==> src/common/cds_pkg.sv <==
// cds shared definitions: port widths, pulse lengths and the stretcher states

`default_nettype none

package cds_pkg;

   // ======================================================================
   // channel counts
   // ======================================================================
   localparam int unsigned NUM_KEYS      = 2;   // push keys on the board
   localparam int unsigned NUM_INJECT    = 2;   // inject input channels
   localparam int unsigned NUM_RESET_REQ = 3;   // 0 cold, 1 warm, 2 debug

   localparam int unsigned SYNC_STAGES   = 3;   // metastability chain depth

   // ======================================================================
   // pulse widths and board timing (50 MHz clock)
   // ======================================================================
   localparam int unsigned COLD_PULSE_CYCLES  = 6;
   localparam int unsigned WARM_PULSE_CYCLES  = 2;
   localparam int unsigned DEBUG_PULSE_CYCLES = 32;

   localparam int unsigned DEF_DEBOUNCE_CYCLES     = 50000;     // 1 ms
   localparam int unsigned DEF_INJECT_PULSE_CYCLES = 25000000;  // 0.5 s event
   localparam int unsigned DEF_HEARTBEAT_HALF      = 25000000;  // 1 Hz blink

   // port vectors
   typedef logic [NUM_KEYS-1:0]      key_t;        // one bit per key
   typedef logic [NUM_INJECT-1:0]    inject_t;     // one bit per inject line
   typedef logic [NUM_RESET_REQ-1:0] reset_req_t;  // one bit per request

   // pulse stretcher fsm
   typedef enum logic
   {
      idle = 1'b0,   // waiting for a rising edge
      busy = 1'b1    // pulse running, edges dropped
   } stretch_state_e;

endpackage

`default_nettype wire
==> src/logic/cds_inject_top.sv <==
// cds inject top: keys, inject receivers, reset request pulses and heartbeat

`default_nettype none

module cds_inject_top
   import cds_pkg::*;
#(
   parameter int unsigned DEBOUNCE_CYCLES     = DEF_DEBOUNCE_CYCLES,
   parameter int unsigned INJECT_PULSE_CYCLES = DEF_INJECT_PULSE_CYCLES,
   parameter int unsigned HEARTBEAT_HALF      = DEF_HEARTBEAT_HALF
)
(
   input  wire logic       fpga_clk_50,
   input  wire logic       hps_fpga_reset_n,
   input  wire key_t       key,            // push keys, active low
   input  wire inject_t    inject_in,      // external inject lines
   input  wire reset_req_t reset_req,      // cold, warm, debug request levels
   output key_t            key_pressed,
   output inject_t         inject_pulse,
   output reset_req_t      reset_req_n,    // active low toward the hps
   output logic            heartbeat_led
);

   // ======================================================================
   // push keys
   // ======================================================================
   key_debounce #(.DEBOUNCE_CYCLES(DEBOUNCE_CYCLES)) key_debounce_i
   (
      .fpga_clk_50      (fpga_clk_50),
      .hps_fpga_reset_n (hps_fpga_reset_n),
      .key              (key),
      .key_pressed      (key_pressed)
   );

   // ======================================================================
   // inject channels
   // ======================================================================
   for (genvar ch = 0; ch < NUM_INJECT; ch++)
   begin : g_inject
      inject_receiver #(.INJECT_PULSE_CYCLES(INJECT_PULSE_CYCLES)) inject_receiver_i
      (
         .fpga_clk_50      (fpga_clk_50),
         .hps_fpga_reset_n (hps_fpga_reset_n),
         .inject_in        (inject_in[ch]),
         .inject_pulse     (inject_pulse[ch])
      );
   end

   // ======================================================================
   // hps reset requests, one width each
   // ======================================================================
   reset_pulse_gen #(.PULSE_CYCLES(COLD_PULSE_CYCLES)) cold_reset_i
   (
      .fpga_clk_50      (fpga_clk_50),
      .hps_fpga_reset_n (hps_fpga_reset_n),
      .req              (reset_req[0]),
      .pulse_n          (reset_req_n[0])
   );

   reset_pulse_gen #(.PULSE_CYCLES(WARM_PULSE_CYCLES)) warm_reset_i
   (
      .fpga_clk_50      (fpga_clk_50),
      .hps_fpga_reset_n (hps_fpga_reset_n),
      .req              (reset_req[1]),
      .pulse_n          (reset_req_n[1])
   );

   reset_pulse_gen #(.PULSE_CYCLES(DEBUG_PULSE_CYCLES)) debug_reset_i
   (
      .fpga_clk_50      (fpga_clk_50),
      .hps_fpga_reset_n (hps_fpga_reset_n),
      .req              (reset_req[2]),
      .pulse_n          (reset_req_n[2])
   );

   // board alive indicator
   heartbeat #(.HEARTBEAT_HALF(HEARTBEAT_HALF)) heartbeat_i
   (
      .fpga_clk_50      (fpga_clk_50),
      .hps_fpga_reset_n (hps_fpga_reset_n),
      .heartbeat_led    (heartbeat_led)
   );

endmodule

`default_nettype wire

==> src/logic/heartbeat.sv <==
// heartbeat led: toggles a level every half period to show the fabric clock runs

`default_nettype none

module heartbeat
   import cds_pkg::*;
#(
   parameter int unsigned HEARTBEAT_HALF = DEF_HEARTBEAT_HALF
)
(
   input  wire logic fpga_clk_50,
   input  wire logic hps_fpga_reset_n,
   output logic      heartbeat_led
);

   localparam int unsigned CNT_W = (HEARTBEAT_HALF > 1) ? $clog2(HEARTBEAT_HALF) : 1;

   logic [CNT_W-1:0] half_cnt;   // cycles into current half period

   always_ff @(posedge fpga_clk_50 or negedge hps_fpga_reset_n)
   begin
      if (!hps_fpga_reset_n)
      begin
         half_cnt      <= '0;
         heartbeat_led <= 1'b0;     // led off out of reset
      end
      else if (half_cnt == CNT_W'(HEARTBEAT_HALF - 1))
      begin
         half_cnt      <= '0;       // wrap
         heartbeat_led <= ~heartbeat_led;
      end
      else
         half_cnt <= half_cnt + 1'b1;
   end

endmodule

`default_nettype wire

==> src/inject/inject_receiver.sv <==
// inject receiver: synchronizes one inject line and stretches its rising edge

`default_nettype none

module inject_receiver
   import cds_pkg::*;
#(
   parameter int unsigned INJECT_PULSE_CYCLES = DEF_INJECT_PULSE_CYCLES
)
(
   input  wire logic fpga_clk_50,
   input  wire logic hps_fpga_reset_n,
   input  wire logic inject_in,      // contact closure from the injector
   output logic      inject_pulse    // event, high for INJECT_PULSE_CYCLES
);

   localparam int unsigned CNT_W =
      (INJECT_PULSE_CYCLES > 1) ? $clog2(INJECT_PULSE_CYCLES) : 1;

   logic [SYNC_STAGES-1:0] in_sync;    // metastability chain
   logic                   in_last;    // synchronized level
   logic                   in_d;       // edge detect flop
   logic                   in_rise;    // one cycle strobe
   stretch_state_e         state;
   logic [CNT_W-1:0]       remain;     // cycles left in pulse minus one

   assign in_last = in_sync[SYNC_STAGES-1];

   // ======================================================================
   // synchronizer and rising edge
   // ======================================================================
   always_ff @(posedge fpga_clk_50 or negedge hps_fpga_reset_n)
   begin
      if (!hps_fpga_reset_n)
      begin
         in_sync <= '0;
         in_d    <= 1'b0;
         in_rise <= 1'b0;
      end
      else
      begin
         in_sync <= {in_sync[SYNC_STAGES-2:0], inject_in};  // shift in
         in_d    <= in_last;
         in_rise <= in_last & ~in_d;   // low to high only
      end
   end

   // ======================================================================
   // pulse stretcher
   // ======================================================================
   always_ff @(posedge fpga_clk_50 or negedge hps_fpga_reset_n)
   begin
      if (!hps_fpga_reset_n)
      begin
         state        <= idle;
         remain       <= '0;
         inject_pulse <= 1'b0;
      end
      else
      begin
         unique case (state)
            idle:
            begin
               if (in_rise)
               begin
                  state        <= busy;
                  remain       <= CNT_W'(INJECT_PULSE_CYCLES - 1);
                  inject_pulse <= 1'b1;
               end
            end
            busy:
            begin
               // a second inject while busy neither retriggers nor extends
               if (remain == '0)
               begin
                  state        <= idle;
                  inject_pulse <= 1'b0;
               end
               else
                  remain <= remain - 1'b1;
            end
         endcase
      end
   end

endmodule

`default_nettype wire

==> src/logic/reset_pulse_gen.sv <==
// reset request pulse generator: request edge to active-low pulse of fixed width

`default_nettype none

module reset_pulse_gen
   import cds_pkg::*;
#(
   parameter int unsigned PULSE_CYCLES = COLD_PULSE_CYCLES
)
(
   input  wire logic fpga_clk_50,
   input  wire logic hps_fpga_reset_n,
   input  wire logic req,       // async request level
   output logic      pulse_n    // low for PULSE_CYCLES
);

   localparam int unsigned CNT_W = (PULSE_CYCLES > 1) ? $clog2(PULSE_CYCLES) : 1;

   logic [SYNC_STAGES-1:0] req_sync;   // bit 0 nearest the pin
   logic                   req_d;      // last stage, delayed once
   logic                   req_rise;   // registered rising edge strobe
   stretch_state_e         state;
   logic [CNT_W-1:0]       cnt;        // remaining low cycles minus one

   always_ff @(posedge fpga_clk_50 or negedge hps_fpga_reset_n)
   begin
      if (!hps_fpga_reset_n)
      begin
         req_sync <= '0;
         req_d    <= 1'b0;
         req_rise <= 1'b0;
         state    <= idle;
         cnt      <= '0;
         pulse_n  <= 1'b1;                          // no request after reset
      end
      else
      begin
         req_sync <= {req_sync[SYNC_STAGES-2:0], req};
         req_d    <= req_sync[SYNC_STAGES-1];
         req_rise <= req_sync[SYNC_STAGES-1] & ~req_d;

         case (state)
            idle:
               if (req_rise)
               begin
                  state   <= busy;
                  cnt     <= CNT_W'(PULSE_CYCLES - 1);
                  pulse_n <= 1'b0;                  // assert request
               end
            busy:
               if (cnt == '0)
               begin
                  state   <= idle;
                  pulse_n <= 1'b1;
               end
               else
                  cnt <= cnt - 1'b1;                // edges here are dropped
            default:
               state <= idle;
         endcase
      end
   end

endmodule

`default_nettype wire

==> src/logic/key_debounce.sv <==
// key debouncer: synchronizes the active-low push keys and filters bounce

`default_nettype none

module key_debounce
   import cds_pkg::*;
#(
   parameter int unsigned DEBOUNCE_CYCLES = DEF_DEBOUNCE_CYCLES
)
(
   input  wire logic fpga_clk_50,
   input  wire logic hps_fpga_reset_n,
   input  wire key_t key,           // active low, async
   output key_t      key_pressed    // active high, clean
);

   localparam int unsigned CNT_W = (DEBOUNCE_CYCLES > 1) ? $clog2(DEBOUNCE_CYCLES) : 1;

   key_t             key_sync [SYNC_STAGES];   // sync chain, stage 0 first
   key_t             key_level;                 // synchronized, active high
   logic [CNT_W-1:0] stable_cnt [NUM_KEYS];     // cycles spent differing

   // ======================================================================
   // input synchronizer
   // ======================================================================
   always_ff @(posedge fpga_clk_50 or negedge hps_fpga_reset_n)
   begin
      if (!hps_fpga_reset_n)
      begin
         for (int s = 0; s < SYNC_STAGES; s++)
            key_sync[s] <= '1;                  // keys idle high
      end
      else
      begin
         key_sync[0] <= key;
         for (int s = 1; s < SYNC_STAGES; s++)
            key_sync[s] <= key_sync[s-1];
      end
   end

   assign key_level = ~key_sync[SYNC_STAGES-1];  // polarity flip

   // ======================================================================
   // per-key stable counter
   // ======================================================================
   always_ff @(posedge fpga_clk_50 or negedge hps_fpga_reset_n)
   begin
      if (!hps_fpga_reset_n)
      begin
         key_pressed <= '0;
         for (int k = 0; k < NUM_KEYS; k++)
            stable_cnt[k] <= '0;
      end
      else
      begin
         for (int k = 0; k < NUM_KEYS; k++)
         begin
            if (key_level[k] == key_pressed[k])
               stable_cnt[k] <= '0;             // bounced back, restart
            else if (stable_cnt[k] == CNT_W'(DEBOUNCE_CYCLES - 1))
            begin
               key_pressed[k] <= key_level[k];  // held long enough
               stable_cnt[k]  <= '0;
            end
            else
               stable_cnt[k] <= stable_cnt[k] + 1'b1;
         end
      end
   end

endmodule

`default_nettype wire

==> config.mk <==
export PLATFORM = sky130hd
export DESIGN_NAME = cds_inject_top
export DESIGN_NICKNAME = d
export VERILOG_FILES = /design/src/common/cds_pkg.sv /design/src/logic/cds_inject_top.sv /design/src/logic/heartbeat.sv /design/src/inject/inject_receiver.sv /design/src/logic/reset_pulse_gen.sv /design/src/logic/key_debounce.sv
export SDC_FILE = /design/constraint.sdc
export NUM_CORES = 1
export LEC_CHECK = 0
export BUFFER_PORTS_ARGS = -buffer_cell sky130_fd_sc_hd__buf_2
export CORE_UTILIZATION = 55
export CTS_CLUSTER_DIAMETER = 30
export DETAILED_ROUTE_END_ITERATION = 8
export PLACE_DENSITY = 0.74
export RECOVER_POWER = 25
export SLEW_MARGIN = 20
export SYNTH_ARGS = -nofsm -noshare
export SYNTH_HDL_FRONTEND = slang
export SYNTH_SLANG_ARGS = --single-unit
==> constraint.sdc <==
create_clock -name fpga_clk_50 -period 4.2 [get_ports fpga_clk_50]
set_clock_uncertainty 0.1 [all_clocks]
set_input_delay 0 -clock fpga_clk_50 [delete_from_list [all_inputs] [get_ports fpga_clk_50]]
set_output_delay 0 -clock fpga_clk_50 [all_outputs]
set_load 0.02 [all_outputs]
==> flow_metrics.tcl <==
set metrics [dict create \
    path_class_of_the_lowest_slack_min_delay_path "input pin to flop" \
    worstSkewPairLatency_ns 0.42 \
    main_synth_ff_type "dfrtp_1" \
    h-tree-depth 4 \
    slew-limit-headroom_pct -84.2 \
    flow.area_growth_from_synthesis_pct 11.6 \
    timing.setup.critical_path_class "flop to flop" \
    fillCellCount 1030 \
    max_slew_violations 117 \
    vias_per_cell 5.87 \
    floorplan.initialDensity_pct 57.1 \
    globalRoute.totalOverflow 0 \
    yosys.cell_types.count 59 \
    detail-route-antenna-nets 0 \
    hold_violations 0 \
    yosys-top-cells-count "dfrtp_1 (151), nor2_1 (93), nand2_1 (49), xnor2_1 (36)" \
    core_area_mm2 0.0128 \
    crit_path_top_delay_cell "nor4_1" \
    grt_setup_unrepaired "false" \
    max-clock-path-buffers 2 \
    power.density_mw_per_mm2 520 \
    grt_util_all_layers_pct 21.8 \
    critical_path.max_fanout 9 \
    antenna-diode-count 0 \
    critical_path.startpoint_type "flop" \
    critPathBufInv 0 \
    numPlacedInstances 867 \
    cts-hold-fix-buffers 8 \
    fp.dieArea_mm2 0.0138 \
    failing_checks "capacitance limit, slew limit" \
    tritoncts "built" \
    detailed_routing_iterations_pass_1 5 \
    crit_required_ns 4.41 \
    syn-num-nets 725 \
    slowest_delay_ns 0.64 \
    peak_vdd_ir_mv 0.340 \
    timing.final.crit_share_pct 66.8 \
    final_core_utilization_pct 63.7 \
    synth.yosys.seq_area_share_pct 54.8 \
    post_cts_resized 0 \
    grt_first_pass_wirelength_um 24400 \
    top_cell_type_s_share_of_synthesized_area_pct 51.6 \
    clkSlewWorstSetupHoldPaths_ns 0.06 \
    drt_iter0_markers 330 \
    synth-seq-cells 160 \
    setup_tns_ns 0 \
    vias 5320 \
    worst_slew_pin_slew_ns 2.76 \
    number_of_antenna_violations_at_the_first_check_in_global_routing 0 \
    static-leakage-power_nw 3.50 \
    dominant_cell_by_count_in_the_synthesized_netlist "dfrtp_1" \
    count_of_input_and_output_buffers 16 \
    synth_largest_area_cell "dfrtp_1" \
    synth_cells 705 \
    post_cts_setup_buffers 0 \
    gp_congestion 0.826 \
    die_x_um 117 \
    critical_path_arrival_ns 3.02 \
    ys.warnings.count 0 \
    clock_root_buffer_master "clkbuf_16" \
    min_period_ns 2.80 \
    grt_max_degree 117 \
    crit_path_cell_trace "nor4_1, nand4_2, or4_1, or3b_2, a22o_1" \
    max_cap_viol_count 1 \
    leading_cell_types_by_total_area_after_synthesis "dfrtp_1 (52%), nor2_1 (4.8%), xnor2_1 (4.3%)" \
    final-instance-count-excl-fill 907 \
    postRouteWirelength_um 13900 \
    synth-edff-count 0 \
    worst_setup_path_end_kind "flop" \
    number_of_cell_rows 41 \
    outcome "finished with violations" \
    drt-wirelength-per-cell_um 15.4 \
    cts.sink_count 160 \
    layout-drive-gt1-share_pct 9.52 \
    asyncSetResetFlopFracSynth_pct 100 \
    finalNetCount 742 \
    critical_path.top_delay_family "simple AND/OR/NAND/NOR gates" \
    via_count_of_the_first_global_routing_pass 5426 \
    number_of_buffers_created_by_cts 17 \
    max_freq_ghz 0.357 \
    route.detailed.drc 0 \
    die_height_um 117 \
    synth.cell_area_mm2 0.00732 \
    hold-worst-slack_ns 0.115 \
    post_synth.cell_area_avg_um2 10.4 \
    ios 17 \
    setup_viol_count_final 0 \
    detailedPlacementHpwl_um 9060 \
]
[state kept, by name (all words and copies together) (netlist names), 2 cells and up]
signal and cells:
debug_reset_i.cnt 5, g_inject.inject_receiver_i.inject_pulse 2, cold_reset_i.cnt 3, cold_reset_i.req_sync 3
g_inject.inject_receiver_i.in_d 2, debug_reset_i.req_sync 3, key_debounce_i.key_sync 6, warm_reset_i.req_sync 3
g_inject.inject_receiver_i.in_sync 6, heartbeat_i.half_cnt 25, g_inject.inject_receiver_i.state 2, g_inject.inject_receiver_i.remain 50
key_debounce_i.stable_cnt 32, key_debounce_i.key_pressed 2, g_inject.inject_receiver_i.in_rise 2
[worst register-to-register path, delay by kind of cell (launching register included)]
kind / cells / cell delay, ns
flops: 1 / 0.41
compound gates: 1 / 0.23
simple gates: 4 / 1.95
[placed cells by master (no fill, tap or decap), drive strengths merged, types with 9 or more instances in the layout]
| master | instances |
|---|---|
| nor2 | 93 |
| inv | 27 |
| nor4 | 18 |
| clkbuf | 26 |
| o31ai | 11 |
| xor2 | 27 |
| nand2 | 49 |
| ha | 11 |
| buf | 16 |
| xnor2 | 36 |
| dfstp | 9 |
| or3 | 9 |
| nor2b | 11 |
| nand4 | 23 |
| nand3 | 26 |
| nor3 | 20 |
| mux2i | 10 |
| and3 | 16 |
| o21ai | 18 |
| dfrtp | 151 |
| a31oi | 16 |
[metal layers]
metal | up-vias | part of all wire, % | GRT usage, %
met5 | - | 0 | 0
met2 | 116 | 50 | 36.4
met3 | 30 | 3.8 | 5.74
li1 | 2543 | - | -
met1 | 2631 | 45 | 26.6
met4 | 0 | 1.7 | 9.74
[path summary, 6_finish.rpt]
path	startpoint	endpoint	slack, ns	cells after the start
min in group asynchronous	hps_fpga_reset_n	cold_reset_i.req_sync[0]	0.91	2
max	g_inject[0].inject_receiver_i.remain[11]	g_inject[0].inject_receiver_i.remain[19]	1.40	5
max reg2reg	g_inject[0].inject_receiver_i.remain[11]	g_inject[0].inject_receiver_i.remain[19]	1.40	5
min	inject_in[0]	g_inject[0].inject_receiver_i.in_sync[0]	0.11	2
max in group asynchronous	hps_fpga_reset_n	key_debounce_i.stable_cnt[2]	1.49	2
min reg2reg	debug_reset_i.req_sync[1]	debug_reset_i.req_sync[2]	0.25	0
[cell type report]
| type | instances | area [µm²] | share of cell area, % |
|---|---|---|---|
| clock buffers | 23 | 478 | 5.85 |
| clock inverters | 9 | 108 | 1.32 |
| inverters | 27 | 101 | 1.24 |
| multi-input cells | 489 | 3070 | 37.6 |
| flip-flops and latches | 160 | 4020 | 49.2 |
| well taps | 172 | 215 | 2.63 |
| repair buffers | 27 | 180 | 2.21 |
[power breakdown]
group	total (mW)	internal [mW]	leakage, nW	switching (mW)
sequential	2.03	1.79	1.97	0.242
clock	1.52	0.920	0.271	0.599
combinational	0.700	0.301	1.26	0.399
[cell families after synthesis]
kind of cell	Yosys count	share of synthesized area, %
AOI/OAI and AO/OA	100	9.65
xor gates and xnor gates	63	7.54
adders and majority gates	11	1.88
buffers and inverters	56	3.25
DFF	160	54.8
muxes	11	1.52
and+or+nand+nor	304	21.3
[through the flow]
stage / power (mW) / area (µm²) / setup slack, ns
floorplan: 2.55 / 7320 / 1.58
global placement: 2.66 / 7510 / 1.46
detailed placement: 2.74 / 7510 / 1.42
CTS: 4.28 / 8180 / 1.41
global route: 4.48 / 8170 / 0.890
finish: 4.25 / 8170 / 1.40
Note: power is estimated with default switching activity, not from simulation.
